--- config.mk ---
export PLATFORM = sky130hd
export DESIGN_NAME = collector_top
export DESIGN_NICKNAME = d
export VERILOG_FILES = /design/src/hw/collect_pkg.sv /design/src/hw/stream_demux.sv /design/src/hw/lane_fifo.sv /design/src/hw/parity_lane.sv /design/src/hw/drain_arbiter.sv /design/src/hw/collector_top.sv
export SDC_FILE = /design/constraint.sdc
export NUM_CORES = 2
export LEC_CHECK = 0
export BUFFER_PORTS_ARGS = -buffer_cell sky130_fd_sc_hd__clkbuf_2
export CELL_PAD_IN_SITES_DETAIL_PLACEMENT = 1
export CELL_PAD_IN_SITES_GLOBAL_PLACEMENT = 2
export CORE_UTILIZATION = 40
export CTS_CLUSTER_DIAMETER = 40
export CTS_CLUSTER_SIZE = 28
export DETAILED_ROUTE_END_ITERATION = 7
export PLACE_DENSITY = 0.61
export SKIP_LAST_GASP = 1
export SLEW_MARGIN = 20
export SYNTH_ARGS = -nofsm -noshare
export SYNTH_HDL_FRONTEND = slang
export SYNTH_HIERARCHICAL = 1
export SYNTH_MEMORY_MAX_BITS = 65536
export SYNTH_SLANG_ARGS = --single-unit
--- constraint.sdc ---
create_clock -name clk -period 8.4 [get_ports clk]
set_input_delay 0.84 -clock clk [delete_from_list [all_inputs] [get_ports clk]]
set_output_delay 0.84 -clock clk [all_outputs]
set_load 0.01 [all_outputs]
--- src/hw/collect_pkg.sv ---
package collect_pkg;

	localparam int DATA_W     = 64;
	localparam int BYTE_W     = DATA_W / 8;
	localparam int DEST_W     = 8;
	localparam int LANES      = 4;
	localparam int LANE_W     = $clog2(LANES);
	localparam int FIFO_DEPTH = 16;
	localparam int PTR_W      = $clog2(FIFO_DEPTH);
	localparam int CNT_W      = PTR_W + 1; // Must reach FIFO_DEPTH

	// One beat as seen on the receive port
	typedef struct packed {
		logic [DATA_W-1:0] data;
		logic [BYTE_W-1:0] keep;
		logic [DEST_W-1:0] dest;
		logic              last;
	} rx_beat_t;

	// Entry held in a lane FIFO, dest already consumed by routing
	typedef struct packed {
		logic [DATA_W-1:0] data;
		logic [BYTE_W-1:0] keep;
		logic              last;
	} lane_word_t;

	typedef struct packed {
		logic [BYTE_W-1:0] parity;
		logic [LANE_W-1:0] lane;
		logic              last;
	} out_word_t;

endpackage

--- src/hw/stream_demux.sv ---
`timescale 1ns/1ns

module stream_demux
	import collect_pkg::*;
(
	input  logic             clk,
	input  logic             rst,
	input  logic             rx_tvalid,
	input  rx_beat_t         rx_beat,
	input  logic [LANES-1:0] lane_full,
	output logic             rx_tready,
	output logic [LANES-1:0] lane_push,
	output lane_word_t       lane_word
);

	logic [LANE_W-1:0] sel;
	logic              ready_en;
	logic              accept;

	// Held low through reset, released on the first edge after it
	always_ff @(posedge clk) begin
		if (rst) begin
			ready_en <= 1'b0;
		end else begin
			ready_en <= 1'b1;
		end
	end

	assign sel = rx_beat.dest[LANE_W-1:0]; // Low dest bits name the lane

	assign rx_tready = ready_en & ~rst & ~lane_full[sel];
	assign accept    = rx_tvalid & rx_tready;

	always_comb begin
		lane_push = '0;
		if (accept) begin
			lane_push[sel] = 1'b1;
		end
	end

	// Same word goes to every lane, only the push picks the taker
	always_comb begin
		lane_word.data = rx_beat.data;
		lane_word.keep = rx_beat.keep;
		lane_word.last = rx_beat.last;
	end

endmodule

--- src/hw/lane_fifo.sv ---
`timescale 1ns/1ns

module lane_fifo
	import collect_pkg::*;
(
	input  logic             clk,
	input  logic             rst,
	input  logic             push,
	input  lane_word_t       wdata,
	input  logic             pop,
	output lane_word_t       rdata,
	output logic             empty,
	output logic             full,
	output logic [CNT_W-1:0] last_count
);

	lane_word_t mem [FIFO_DEPTH];

	logic [PTR_W-1:0] head_ptr;
	logic [PTR_W-1:0] tail_ptr;
	logic [CNT_W-1:0] count;
	logic             do_push;
	logic             do_pop;
	logic             push_last;
	logic             pop_last;

	assign empty = (count == '0);
	assign full  = (count == CNT_W'(FIFO_DEPTH)); // All slots usable

	assign do_push = push & ~full;
	assign do_pop  = pop & ~empty;

	assign push_last = do_push & wdata.last;
	assign pop_last  = do_pop & rdata.last;

	always_ff @(posedge clk) begin
		if (do_push) begin
			mem[tail_ptr] <= wdata;
		end
	end

	always_ff @(posedge clk) begin
		if (rst) begin
			head_ptr   <= '0;
			tail_ptr   <= '0;
			count      <= '0;
			last_count <= '0;
		end else begin
			if (do_push) begin
				tail_ptr <= tail_ptr + 1'b1; // Wraps at FIFO_DEPTH
			end
			if (do_pop) begin
				head_ptr <= head_ptr + 1'b1;
			end

			if (do_push && !do_pop) begin
				count <= count + 1'b1;
			end else if (do_pop && !do_push) begin
				count <= count - 1'b1;
			end

			// Complete frames waiting in this FIFO
			if (push_last && !pop_last) begin
				last_count <= last_count + 1'b1;
			end else if (pop_last && !push_last) begin
				last_count <= last_count - 1'b1;
			end
		end
	end

	assign rdata = mem[head_ptr];

endmodule

--- src/hw/parity_lane.sv ---
`timescale 1ns/1ns

module parity_lane
	import collect_pkg::*;
(
	input  logic       clk,
	input  logic       rst,
	input  logic       push,
	input  lane_word_t wdata,
	input  logic       pop,
	output logic       full,
	output logic       head_valid,
	output logic       frame_done,
	output out_word_t  head
);

	lane_word_t       rdata;
	logic             empty;
	logic [CNT_W-1:0] last_count;

	lane_fifo u_fifo (
		.clk        (clk),
		.rst        (rst),
		.push       (push),
		.wdata      (wdata),
		.pop        (pop),
		.rdata      (rdata),
		.empty      (empty),
		.full       (full),
		.last_count (last_count)
	);

	assign head_valid = ~empty;
	assign frame_done = (last_count != '0);

	// One parity bit per byte, masked bytes read as 0
	always_comb begin
		for (int i = 0; i < BYTE_W; i++) begin
			head.parity[i] = (^rdata.data[i*8 +: 8]) & rdata.keep[i];
		end
		head.lane = '0; // Filled in by the arbiter
		head.last = rdata.last;
	end

endmodule

--- src/hw/drain_arbiter.sv ---
`timescale 1ns/1ns

module drain_arbiter
	import collect_pkg::*;
(
	input  logic                  clk,
	input  logic                  rst,
	input  logic      [LANES-1:0] head_valid,
	input  logic      [LANES-1:0] frame_done,
	input  out_word_t [LANES-1:0] heads,
	output logic      [LANES-1:0] lane_pop,
	input  logic                  ofifo_ren,
	output logic                  ofifo_rdy,
	output out_word_t             ofifo_word
);

	logic              busy;
	logic [LANE_W-1:0] cur_lane;
	logic [LANE_W-1:0] rr_ptr;    // Last lane served
	logic [LANE_W-1:0] next_lane;
	logic              found;
	logic              pop_now;

	// First complete lane after the last one served
	always_comb begin
		logic [LANE_W-1:0] idx;
		next_lane = rr_ptr;
		found     = 1'b0;
		for (int k = 1; k <= LANES; k++) begin
			idx = rr_ptr + LANE_W'(k);
			if (!found && frame_done[idx]) begin
				next_lane = idx;
				found     = 1'b1;
			end
		end
	end

	assign ofifo_rdy = busy & head_valid[cur_lane];
	assign pop_now   = ofifo_rdy & ofifo_ren;
	assign lane_pop  = pop_now ? (LANES'(1) << cur_lane) : '0;

	always_comb begin
		ofifo_word      = heads[cur_lane];
		ofifo_word.lane = cur_lane;
	end

	always_ff @(posedge clk) begin
		if (rst) begin
			busy     <= 1'b0;
			cur_lane <= '0;
			rr_ptr   <= LANE_W'(LANES - 1); // Lane 0 goes first
		end else if (!busy) begin
			if (found) begin
				busy     <= 1'b1;
				cur_lane <= next_lane;
			end
		end else if (pop_now && ofifo_word.last) begin
			busy   <= 1'b0; // Frame fully drained
			rr_ptr <= cur_lane;
		end
	end

endmodule

--- src/hw/collector_top.sv ---
`timescale 1ns/1ns

module collector_top
	import collect_pkg::*;
(
	input  logic      clk,
	input  logic      rst,
	input  logic      rx_tvalid,
	input  rx_beat_t  rx_beat,
	output logic      rx_tready,
	input  logic      ofifo_ren,
	output logic      ofifo_rdy,
	output out_word_t ofifo_word
);

	logic      [LANES-1:0] lane_full;
	logic      [LANES-1:0] lane_push;
	lane_word_t            lane_word;
	logic      [LANES-1:0] head_valid;
	logic      [LANES-1:0] frame_done;
	out_word_t [LANES-1:0] heads;
	logic      [LANES-1:0] lane_pop;

	stream_demux u_demux (
		.clk       (clk),
		.rst       (rst),
		.rx_tvalid (rx_tvalid),
		.rx_beat   (rx_beat),
		.lane_full (lane_full),
		.rx_tready (rx_tready),
		.lane_push (lane_push),
		.lane_word (lane_word)
	);

	for (genvar g = 0; g < LANES; g++) begin : gen_lane
		parity_lane u_lane (
			.clk        (clk),
			.rst        (rst),
			.push       (lane_push[g]),
			.wdata      (lane_word),
			.pop        (lane_pop[g]),
			.full       (lane_full[g]),
			.head_valid (head_valid[g]),
			.frame_done (frame_done[g]),
			.head       (heads[g])
		);
	end

	drain_arbiter u_arb (
		.clk        (clk),
		.rst        (rst),
		.head_valid (head_valid),
		.frame_done (frame_done),
		.heads      (heads),
		.lane_pop   (lane_pop),
		.ofifo_ren  (ofifo_ren),
		.ofifo_rdy  (ofifo_rdy),
		.ofifo_word (ofifo_word)
	);

endmodule

==> summary.txt <==
Outcome
  – Outcome: completed

GRT
  – Vias in the first global route: 93800
  – All-Layer GR Usage: 0.217
  – Largest net degree at the start of global routing: 112
  – First-pass GRT wire length: 707000 µm
  – Antenna violations before repair: 28
  – Overflow after GRT: 0

Place
  – Dpl ws: 2.64 ns
  – DP HPWL: 262000 µm
  – PortBufs: 91
  – GPL Wtd Cong: 0.746

Routing
  – DRT Pass-1 Iters: 5
  – Initial DRC Count: 8711
  – Via count: 86600
  – Vias/cell: 5.69
  – DRC Markers: 0
  – Remaining antenna violation count: 0
  – Routed WL: 502000 µm
  – Wirelength per Cell: 33.0 µm

Floorplanning
  – Core ar.: 0.454 mm²
  – Initial core utilization: 0.403
  – Die ar.: 0.460 mm²
  – Boundary Pins: 98
  – Row count: 247
  – Width of the chip: 678 µm
  – Die Span Y: 678 µm

Worst setup path
  – Crit-path max FO: 59
  – CP delay by family, top: multiplexers
  – Most frequent CP cell: xnor2_1
  – Critical path class: register to output port
  – Worst EP required: 7.56 ns
  – Bufs and invs on worst path: 3
  – Crit-path max cell delay: 0.82 ns
  – Data arrival, critical path: 5.98 ns
  – Critical Path Source Type: register
  – CP max stage cell: dfxtp_4
  – CP cell instances: buf_12, buf_12, mux4_2, a22oi_1, nand2_1, xnor2_1, xnor2_1, xnor2_1, and2_1, mux4_1, clkbuf_2
  – CP Capture Type: output port

Timing
  – Worst-Margin Slew: 1.24 ns
  – Final Setup Violations: 0
  – Max-slew headroom: 0.172
  – Tcrit/Tclk final: 0.812
  – Fin crit period: 6.82 ns
  – Clock skew: 0.0495 ns
  – RSZ-0062 raised after global routing: no
  – Setup ws final: 1.58 ns
  – Setup TNS: 0 ns
  – Final hold viol count: 0
  – Fin. max-slew vios: 0
  – Max Clk Rate: 147 MHz

Power and ir drop
  – Peak supply drop: 0.272 mV
  – Pleak: 0.0662 µW
  – Pwr Density: 256 mW/mm²

Synth
  – Post-Syn Nets: 8317
  – Synth Instances: 8172
  – Synthesized cell area: 0.183 mm²
  – Syn avg cell area: 22.4 µm²
  – Synth warn: 6

Clock tree
  – Longest Clk Path Bufs: 4
  – Clock Latency Late Sink: 1.08 ns
  – Post-CTS Setup Bufs: 0
  – CTS-repair resized insts: 0
  – CTS Root Cell: clkbuf_16
  – # clock sinks: 4766
  – Inserted Clock Buffers: 631
  – Cts hold-fix bufs: 0
  – Clk slew on worst S/H paths: 0.06 ns
  – CTS H-tree depth: 6
  – TritonCTS clock tree: done

Run
  – Max cap viols: 0

Cells and area
  – Final #Nets: 8834
  – Share of cells above drive strength 1: 0.297
  – Area Overhead vs Synth: 17.0%

Worst hold path
  – Type of the worst min-delay path: primary input to register
[per-stage QoR]
| stage | hold WS (ns) | cell area [µm²] | instances | util | total power (µW) |
|---|---|---|---|---|---|
| finish | 0.188 | 214000 | 15200 | 0.471 | 54700 |
| global route | 0.143 | 214000 | 15200 | 0.471 | 56200 |
| CTS | 0.137 | 214000 | 15200 | 0.471 | 55300 |
| detailed placement | 0.501 | 192000 | 14000 | 0.422 | 27400 |
| global placement | 0.489 | 192000 | 14000 | 0.422 | 27300 |
| floorplan | 0.472 | 183000 | 8172 | - | 27000 |
[cells in the final DEF (no fill, tap or decap), types with 9 or more instances in the layout]
| master | instances |
|---|---|
| a21oi_1 | 35 |
| a22oi_1 | 576 |
| and2_1 | 38 |
| and3_1 | 9 |
| buf_12 | 66 |
| buf_4 | 237 |
| bufinv_16 | 87 |
| clkbuf_1 | 43 |
| clkbuf_16 | 639 |
| clkbuf_2 | 75 |
| clkinv_1 | 61 |
| clkinv_16 | 11 |
| clkinv_2 | 74 |
| clkinv_4 | 68 |
| clkinv_8 | 20 |
| clkinvlp_4 | 61 |
| dfxtp_1 | 84 |
| diode_2 | 21 |
| edfxtp_1 | 4672 |
| ha_1 | 52 |
| inv_1 | 35 |
| inv_6 | 76 |
| inv_8 | 18 |
| mux2i_1 | 24 |
| mux4_2 | 1174 |
| nand2_1 | 320 |
| nand2b_1 | 16 |
| nor2_1 | 146 |
| nor2_4 | 52 |
| nor3_1 | 9 |
| nor3_2 | 16 |
| nor4_1 | 10 |
| o211ai_1 | 12 |
| xnor2_1 | 197 |
| xor2_1 | 64 |
[worst paths after layout]
path                                                            start                                    end  slack [ns]  cells after the start
worst max-delay path                                         register                         ofifo_word[10]        1.58                     11
worst min-delay path                                      rx_beat[37]   gen_lane[3].u_lane/u_fifo/mem[8][29]        0.19                      1
worst max register to register     gen_lane[1].u_lane/u_fifo/count[0]   gen_lane[1].u_lane/u_fifo/mem[9][32]        3.74                      7
worst min register to register  gen_lane[0].u_lane/u_fifo/head_ptr[3]  gen_lane[0].u_lane/u_fifo/head_ptr[3]        0.52                      2
[flip-flops by register name, summed over array words and instances (netlist names), named ones only]
register / count
gen_lane.u_lane/u_fifo/mem: 4672
u_arb/rr_ptr: 2
gen_lane.u_lane/u_fifo/last_count: 20
gen_lane.u_lane/u_fifo/tail_ptr: 16
u_demux/ready_en: 1
gen_lane.u_lane/u_fifo/head_ptr: 16
u_arb/busy: 1
gen_lane.u_lane/u_fifo/count: 20
u_arb/cur_lane: 2
[where the power goes]
part	internal [µW]	switching, µW
logic	141	592
registers	26100	13.3
clock network	16900	10900
[layout make-up]
cell class / instances / area [µm²]
Fill cell: 40100 / 240000
Sequential cell: 4766 / 142000
Multi-Input combinational cell: 2865 / 38400
Clock buffer: 682 / 16200
Tap cell: 5976 / 7480
Clock inverter: 483 / 5930
Timing Repair Buffer: 390 / 3630
Inverter: 35 / 131
Antenna cell: 21 / 52.6
[per-layer routing]
metal | GRT usage | wire length (µm) | share of wire | up-vias
met5 | 0 | 26 | 0.000052 | -
met3 | 0.0311 | 26200 | 0.052 | 712
li1 | - | - | - | 35600
met2 | 0.375 | 254000 | 0.51 | 2430
met1 | 0.287 | 208000 | 0.41 | 47900
met4 | 0.0609 | 14100 | 0.028 | 4
Power figures use the tool's default switching activity.
